### src/crc_settings.svh
// CRC-32 link constants shared by the RTL and the testbench; include wherever a macro is read
`ifndef CRC_SETTINGS_SVH
`define CRC_SETTINGS_SVH

// ethernet crc-32 generator polynomial
// x^32 term is implied and not stored
`define CRC_POLY 32'h04C11DB7

// register seed at the start of every frame
`define CRC_INIT 32'hFFFFFFFF

// crc register width in bits
`define CRC_W 32

// stream data width per valid beat
`define BYTE_W 8

// fcs length on the line, in bytes
// must equal CRC_W / BYTE_W
`define FCS_BYTES 4

`endif

### src/crc_pkg.sv
// shared types of the CRC link: stream byte, CRC value, beat struct and transmit FSM states
`include "crc_settings.svh"

package crc_pkg;

    // one byte of the stream
    typedef logic [`BYTE_W-1:0] byte_t;

    // crc register, or a full fcs word
    typedef logic [`CRC_W-1:0] crc_t;

    // selects one fcs byte, lsb first
    typedef logic [$clog2(`FCS_BYTES)-1:0] fcs_idx_t;

    // receive delay line fill level, 0 up to FCS_BYTES
    typedef logic [$clog2(`FCS_BYTES+1)-1:0] fill_t;

    // one stream beat
    // valid travels beside it as its own wire
    typedef struct packed {
        byte_t data;
        // final byte of the frame
        logic  last;
    } beat_t;

    // fcs_append FSM
    // st_payload also covers idle between frames
    typedef enum logic {
        st_payload,
        st_fcs
    } append_state_e;

endpackage

### src/lfsr_next.sv
// unrolled LFSR next-state network, one shift per data bit; instantiated by lfsr_crc or scramblers
`timescale 1ns/1ps

module lfsr_next #(
    // register width
    parameter int                LFSR_W  = 32,
    // feedback polynomial, top term implied
    parameter logic [LFSR_W-1:0] POLY    = 32'h04C11DB7,
    // seed used by the register around this network
    parameter logic [LFSR_W-1:0] INIT    = '1,
    // 1 galois (crc), 0 fibonacci (prbs, scrambler)
    parameter bit                GALOIS  = 1'b1,
    // lsb first on data and state when set
    parameter bit                REVERSE = 1'b1,
    // final inversion done by the owning crc register
    parameter bit                INVERT  = 1'b1,
    // shifts per evaluation
    parameter int                DATA_W  = 8
) (
    input  logic [DATA_W-1:0] data_in,
    input  logic [LFSR_W-1:0] state_in,
    output logic [LFSR_W-1:0] state_out,
    output logic [DATA_W-1:0] data_out
);

    // msb-first views of the inputs and results
    logic [LFSR_W-1:0] state_ord;
    logic [DATA_W-1:0] data_ord;
    logic [LFSR_W-1:0] next_ord;
    logic [DATA_W-1:0] dout_ord;

    // a prbs seeded with zero never leaves zero
    if (!GALOIS && INIT == '0) begin : g_chk_init
        $warning("fibonacci lfsr seeded with all zeros");
    end

    // inverted output only makes sense for a crc
    if (!GALOIS && INVERT) begin : g_chk_invert
        $warning("output inversion requested on a fibonacci lfsr");
    end

    // bring everything into msb-first order
    always_comb begin
        for (int i = 0; i < LFSR_W; i++) begin
            state_ord[i] = REVERSE ? state_in[LFSR_W-1-i] : state_in[i];
        end
        for (int i = 0; i < DATA_W; i++) begin
            data_ord[i] = REVERSE ? data_in[DATA_W-1-i] : data_in[i];
        end
    end

    // one single-bit shift per data bit, highest data bit first
    always_comb begin : p_shift
        logic [LFSR_W-1:0] s;
        logic              fb;
        s        = state_ord;
        fb       = 1'b0;
        dout_ord = '0;
        for (int i = DATA_W - 1; i >= 0; i--) begin
            if (GALOIS) begin
                // top bit leaves, poly folded back in where feedback is set
                fb          = s[LFSR_W-1] ^ data_ord[i];
                dout_ord[i] = s[LFSR_W-1];
                s           = {s[LFSR_W-2:0], 1'b0} ^ (fb ? POLY : '0);
            end else begin
                // taps summed into the new low bit
                // poly bit k taps stage k-1, constant term dropped
                fb          = data_ord[i] ^ s[LFSR_W-1]
                            ^ (^(s[LFSR_W-2:0] & POLY[LFSR_W-1:1]));
                dout_ord[i] = fb;
                s           = {s[LFSR_W-2:0], fb};
            end
        end
        next_ord = s;
    end

    // undo the reordering on the way out
    always_comb begin
        for (int i = 0; i < LFSR_W; i++) begin
            state_out[i] = REVERSE ? next_ord[LFSR_W-1-i] : next_ord[i];
        end
        for (int i = 0; i < DATA_W; i++) begin
            data_out[i] = REVERSE ? dout_ord[DATA_W-1-i] : dout_ord[i];
        end
    end

endmodule

### src/lfsr_crc.sv
// clocked CRC register around lfsr_next; feed bytes with a valid strobe, read crc_out
`timescale 1ns/1ps

module lfsr_crc #(
    parameter int                LFSR_W  = 32,
    parameter logic [LFSR_W-1:0] POLY    = 32'h04C11DB7,
    // loaded on rst
    parameter logic [LFSR_W-1:0] INIT    = '1,
    parameter bit                GALOIS  = 1'b1,
    parameter bit                REVERSE = 1'b1,
    // invert crc_out
    parameter bit                INVERT  = 1'b1,
    parameter int                DATA_W  = 8
) (
    input  logic              clk,
    input  logic              rst,
    input  logic [DATA_W-1:0] data_in,
    input  logic              data_in_valid,
    output logic [LFSR_W-1:0] crc_out
);

    // running crc state
    logic [LFSR_W-1:0] state_q;
    // state after this beat
    logic [LFSR_W-1:0] state_nxt;

    lfsr_next #(
        .LFSR_W  (LFSR_W),
        .POLY    (POLY),
        .INIT    (INIT),
        .GALOIS  (GALOIS),
        .REVERSE (REVERSE),
        .INVERT  (INVERT),
        .DATA_W  (DATA_W)
    ) u_lfsr_next (
        .data_in   (data_in),
        .state_in  (state_q),
        .state_out (state_nxt),
        // shifted-out bits are a scrambler feature
        .data_out  ()
    );

    // rst restarts the crc, and wins over a beat on the same edge
    always_ff @(posedge clk) begin
        if (rst) begin
            state_q <= INIT;
        end else if (data_in_valid) begin
            state_q <= state_nxt;
        end
    end

    // only the inversion sits after the register
    assign crc_out = INVERT ? ~state_q : state_q;

endmodule

### src/fcs_append.sv
// transmit side: passes payload bytes through and appends the 4-byte ethernet FCS, lsb first
`timescale 1ns/1ps
`include "crc_settings.svh"

module fcs_append import crc_pkg::*; (
    input  logic  clk,
    input  logic  rst,
    input  beat_t tx_beat,
    input  logic  tx_valid,
    output beat_t line_beat,
    output logic  line_valid,
    output logic  tx_busy
);

    append_state_e state_q;
    // fcs byte currently being sent
    fcs_idx_t      idx_q;
    // remaining fcs bytes, shifted down each cycle
    crc_t          fcs_q;
    crc_t          fcs_src;
    crc_t          crc_val;
    logic          crc_clr;
    logic          take;
    logic          fcs_end;

    // payload only accepted outside the fcs tail
    assign take    = tx_valid && (state_q == st_payload);
    assign tx_busy = (state_q == st_fcs);
    assign fcs_end = (idx_q == fcs_idx_t'(`FCS_BYTES - 1));

    // crc sits at init during the tail, ready for the next frame
    assign crc_clr = rst || (state_q == st_fcs);

    // byte 0 straight from the crc, later bytes from the saved copy
    assign fcs_src = (idx_q == '0) ? crc_val : fcs_q;

    lfsr_crc #(
        .LFSR_W  (`CRC_W),
        .POLY    (`CRC_POLY),
        .INIT    (`CRC_INIT),
        .GALOIS  (1'b1),
        .REVERSE (1'b1),
        .INVERT  (1'b1),
        .DATA_W  (`BYTE_W)
    ) u_lfsr_crc (
        .clk           (clk),
        .rst           (crc_clr),
        .data_in       (tx_beat.data),
        .data_in_valid (take),
        .crc_out       (crc_val)
    );

    // control FSM
    always_ff @(posedge clk) begin
        if (rst) begin
            state_q    <= st_payload;
            idx_q      <= '0;
            line_valid <= 1'b0;
        end else begin
            case (state_q)
                st_payload: begin
                    line_valid <= tx_valid;
                    if (tx_valid && tx_beat.last) begin
                        state_q <= st_fcs;
                    end
                end
                st_fcs: begin
                    // one fcs byte every cycle
                    line_valid <= 1'b1;
                    if (fcs_end) begin
                        state_q <= st_payload;
                        idx_q   <= '0;
                    end else begin
                        idx_q <= idx_q + 1'b1;
                    end
                end
                default: begin
                    state_q <= st_payload;
                end
            endcase
        end
    end

    // output stage and fcs shifter
    always_ff @(posedge clk) begin
        if (state_q == st_fcs) begin
            line_beat.data <= fcs_src[`BYTE_W-1:0];
            // last flag only on the final fcs byte
            line_beat.last <= fcs_end;
            fcs_q          <= fcs_src >> `BYTE_W;
        end else if (tx_valid) begin
            line_beat.data <= tx_beat.data;
            line_beat.last <= 1'b0;
        end
    end

    // upstream has no ready, it must respect busy
    a_idle_while_busy: assert property (
        @(posedge clk) disable iff (rst) tx_busy |-> !tx_valid
    ) else $error("tx beat offered while fcs tail in progress");

endmodule

### src/fcs_check.sv
// receive side: holds back the trailing 4 bytes, runs the CRC over the payload, flags good/bad
`timescale 1ns/1ps
`include "crc_settings.svh"

module fcs_check import crc_pkg::*; (
    input  logic  clk,
    input  logic  rst,
    input  beat_t rx_beat,
    input  logic  rx_valid,
    output logic  rx_done,
    output logic  rx_good
);

    // newest four bytes, oldest in the low byte
    crc_t  hold_q;
    fill_t fill_q;
    // result of the previous frame
    logic  good_q;
    crc_t  crc_val;
    logic  crc_clr;
    logic  crc_feed;
    logic  crc_match;

    // a byte leaving the full delay line is payload
    assign crc_feed = rx_valid && (fill_q == fill_t'(`FCS_BYTES));

    // restart after each frame, on the cycle of the report
    assign crc_clr = rst || rx_done;

    lfsr_crc #(
        .LFSR_W  (`CRC_W),
        .POLY    (`CRC_POLY),
        .INIT    (`CRC_INIT),
        .GALOIS  (1'b1),
        .REVERSE (1'b1),
        .INVERT  (1'b1),
        .DATA_W  (`BYTE_W)
    ) u_lfsr_crc (
        .clk           (clk),
        .rst           (crc_clr),
        .data_in       (hold_q[`BYTE_W-1:0]),
        .data_in_valid (crc_feed),
        .crc_out       (crc_val)
    );

    // delay line, shifts down so the fcs assembles lsb first
    always_ff @(posedge clk) begin
        if (rx_valid) begin
            hold_q <= {rx_beat.data, hold_q[`CRC_W-1:`BYTE_W]};
        end
    end

    // fill count and done strobe
    always_ff @(posedge clk) begin
        if (rst) begin
            fill_q  <= '0;
            rx_done <= 1'b0;
        end else begin
            rx_done <= rx_valid && rx_beat.last;
            if (rx_valid && rx_beat.last) begin
                fill_q <= '0;
            end else if (rx_valid && fill_q != fill_t'(`FCS_BYTES)) begin
                fill_q <= fill_q + 1'b1;
            end
        end
    end

    // crc now includes the payload byte that left on the last beat
    assign crc_match = (crc_val == hold_q);

    always_ff @(posedge clk) begin
        if (rst) begin
            good_q <= 1'b0;
        end else if (rx_done) begin
            good_q <= crc_match;
        end
    end

    // live compare during the report, held result afterwards
    assign rx_good = rx_done ? crc_match : good_q;

    // at least one payload byte ahead of the four fcs bytes
    a_min_len: assert property (
        @(posedge clk) disable iff (rst)
        (rx_valid && rx_beat.last) |-> (fill_q == fill_t'(`FCS_BYTES))
    ) else $error("rx frame shorter than five bytes");

endmodule

### src/crc_link_top.sv
// CRC link top level: one FCS appender on transmit and one FCS checker on receive
`timescale 1ns/1ps

module crc_link_top import crc_pkg::*; (
    input  logic  clk,
    input  logic  rst,
    // transmit stream in
    input  beat_t tx_beat,
    input  logic  tx_valid,
    // line out, payload plus fcs
    output beat_t line_beat,
    output logic  line_valid,
    output logic  tx_busy,
    // receive stream, fcs still attached
    input  beat_t rx_beat,
    input  logic  rx_valid,
    output logic  rx_done,
    output logic  rx_good
);

    // transmit path
    fcs_append u_fcs_append (
        .clk        (clk),
        .rst        (rst),
        .tx_beat    (tx_beat),
        .tx_valid   (tx_valid),
        .line_beat  (line_beat),
        .line_valid (line_valid),
        .tx_busy    (tx_busy)
    );

    // receive path
    // independent of transmit, looped outside
    fcs_check u_fcs_check (
        .clk      (clk),
        .rst      (rst),
        .rx_beat  (rx_beat),
        .rx_valid (rx_valid),
        .rx_done  (rx_done),
        .rx_good  (rx_good)
    );

endmodule

### config.mk
export PLATFORM = sky130hd
export DESIGN_NAME = crc_link_top
export DESIGN_NICKNAME = d
export VERILOG_FILES = /design/src/crc_pkg.sv /design/src/lfsr_next.sv /design/src/lfsr_crc.sv /design/src/fcs_append.sv /design/src/fcs_check.sv /design/src/crc_link_top.sv
export VERILOG_INCLUDE_DIRS = /design/src
export SDC_FILE = /design/constraint.sdc
export NUM_CORES = 1
export LEC_CHECK = 0
export ABC_AREA = 1
export BUFFER_PORTS_ARGS = -buffer_cell sky130_fd_sc_hd__buf_4
export CAP_MARGIN = 20
export CORE_AREA = 2 2 123 125
export CTS_BUF_LIST = sky130_fd_sc_hd__clkbuf_4 sky130_fd_sc_hd__clkbuf_8
export DETAILED_ROUTE_END_ITERATION = 8
export DIE_AREA = 0 0 125 127
export GPL_ROUTABILITY_DRIVEN = 0
export PLACE_DENSITY = 0.73
export SYNTH_ARGS = -nofsm -noshare
export SYNTH_HDL_FRONTEND = slang
export SYNTH_HIERARCHICAL = 1
export SYNTH_SLANG_ARGS = --single-unit
### constraint.sdc
create_clock -name clk -period 2.5 [get_ports clk]
set_clock_uncertainty 0.05 [all_clocks]
set_input_delay 0.625 -clock clk [delete_from_list [all_inputs] [get_ports clk]]
set_output_delay 0.625 -clock clk [all_outputs]
set_load 0.03 [all_outputs]
==> results.md <==
- Core box area: 14400 sq um
- Vias per std cell: 4.92
- Ant. Diodes: 0
- Total of max-cap violations: 0
- Drt drc: 0
- Flop pwr share: 42.0%
- Synth Warn #: 6
- First-pass GRT wire length: 28.7 mm
- Max-slew headroom: 50.7%
- CP endpoint kind: output pin
- Overflow after GRT: 0
- Fin crit period: 2.48 ns
- Clock sink count: 138
- Final wirelength: 17.6 mm
- Final setup vio count: 0
- Worst Setup Start Kind: register
- Mean Syn Cell Area: 8.26 sq um
- Critical path class: reg -> out
- Root buffer selected by CTS: clkbuf_8
- Final Hold Violating Endpoints: 0
- Nets@finish: 1099
- Tot GR Track Use: 23.1%
- RSZ-0062 raised after global routing: true
- Die height: 127 microns
- Final core occ: 65.1%
- CTS Buf Count: 17
- IO Pins: 35
- Area Growth Syn to Fin: 10.1%
- Final setup margin: 0.0249 ns
- CTS tree: yes
- Syn_nets: 1060
- Die W: 125 microns
- Worst Max-Slew Pin Slew: 0.739 ns
- Post-route cell area: 9400 sq um
- Placed instance area: 8820 sq um
- Max frequency: 0.404 GHz
- Data arrival, critical path: 1.80 ns
- Clock group share of total power: 31.8%
- Routed WL per cell: 13.9 microns
- Initial Util: 59.2%
- Gate power share: 26.2%
- Vias: 6254
- Antenna Nets Post-Route: 0
- Row Count: 44
- Critical path fanouts, max: 3
- IO buf count: 34
- Internal: 4.36 mW
- Number of H-tree levels: 4
- Post-Syn Instances: 1034
- Max Buffers Root-to-Sink: 2
- Critical Path RT: 1.82 ns
- Pwr dens: 682 nW/um^2
- Pre-CTS WS: 0.358 ns
- DRT Pass-1 Iters: 5
- Die area: 15900 sq um
- Status: finished clean
- Count of pins over their slew limit: 0
- Largest net degree at the start of global routing: 33
- Min-Delay Path Class: in -> reg
- Initial antenna violation count: 0
- Clock transition at the registers of the reported paths: 0.08 ns
- Sw frac: 32.0%
- VDD IR-drop max: 415 uV
- Layout cells sized above 1: 21.2%
- Hpwl dp: 12.5 mm
- Period utilization: 99.0%
- P_leak: 4.85 nW
- 1st-iter DRT viols: 451
- NetSw: 2.05 mW
- Clock Latency Late Sink: 0.46 ns
- Vias in the first global route: 5821
- Cell area after synthesis: 8540 sq um
==> stage by stage <==
step / total power [mW] / setup TNS (ns) / hold WS [ns] / cells
final: 6.41 / 0 / 0.295 / 1270
after detailed placement: 4.39 / 0 / 0.397 / 1229
after global routing: 6.75 / -0.0765 / 0.263 / 1270
after floorplan: 4.08 / 0 / 0.376 / 1034
after global placement: 4.36 / 0 / 0.389 / 1229
after CTS: 6.44 / 0 / 0.259 / 1267
==> final timing paths <==
kind | startpoint | end | slack [ns] | cells after the start
worst max-delay path | u_fcs_check/u_lfsr_crc/state_q[17] | rx_good | 0.02 | 9
worst min-delay path | rx_beat[2] | u_fcs_check/hold_q[25] | 0.29 | 1
worst max register to register | u_fcs_check/hold_q[0] | u_fcs_check/u_lfsr_crc/state_q[24] | 0.36 | 8
worst min register to register | u_fcs_check/hold_q[28] | u_fcs_check/hold_q[20] | 0.42 | 0
==> cell type report <==
type                    count  area (sq um)
clock buffers              19           255
inverters                 182           696
flip-flops and latches    138          3430
well taps                 184           230
clock inverters            13           193
repair buffers             52           394
multi-input cells         682          4200
fillers                  1234          5030
==> layout by cell type, fill, tap and decap left out, drive strengths merged, types with 5 or more instances in the layout <==
cell type    n
xor2        80
clkbuf      19
nor2        22
nand3      109
xnor2       58
a21oi        7
nand2      384
clkinv       5
inv        184
nand4        6
dfxtp       73
edfxtp      65
or2          6
buf         52
==> per-layer routing <==
layer | track usage, % | vias to the layer above | routed length (microns)
met1 | 33.0 | 2904 | 8540
met2 | 36.3 | 131 | 8000
met3 | 4.40 | 21 | 799
li1 | - | 3198 | -
met4 | 6.80 | 0 | 255
met5 | 0 | - | 0
==> sequential cells by signal, summed over array words and instances (netlist names) <==
signal	count
u_fcs_append/fcs_q	24
u_fcs_append/idx_q	2
u_fcs_append/line_beat	9
u_fcs_append/line_valid	1
u_fcs_append/tx_busy	1
u_fcs_append/u_lfsr_crc/state_q	32
u_fcs_check/fill_q	3
u_fcs_check/good_q	1
u_fcs_check/hold_q	32
u_fcs_check/rx_done	1
u_fcs_check/u_lfsr_crc/state_q	32
==> critical path: stages, from the launching register on <==
cell	delay (ns)
dfxtp_1	0.40
inv_1	0.09
nand2_1	0.07
nand2_1	0.05
nor3_1	0.15
nand3_1	0.15
nor2_2	0.18
nand2_2	0.09
nand2_2	0.07
buf_6	0.12
==> power by group through the flow <==
stage               combinational [mW]  sequential, mW  clock [mW]
floorplan                         1.33            2.75           0
global placement                  1.62            2.74           0
detailed placement                1.65            2.74           0
CTS                               1.67            2.69        2.08
global route                      1.87            2.71        2.17
finish                            1.68            2.69        2.04
==> repair_timing <==
item | 4_1_cts | 5_1_grt
buffers inserted | 6 | 3
gates resized for setup | 13 | 9
setup endpoints to repair | 1 | 1
pin swaps | 7 | 4
hold buffers | 0 | 0
No activity file was read; power rests on OpenSTA's default activity.
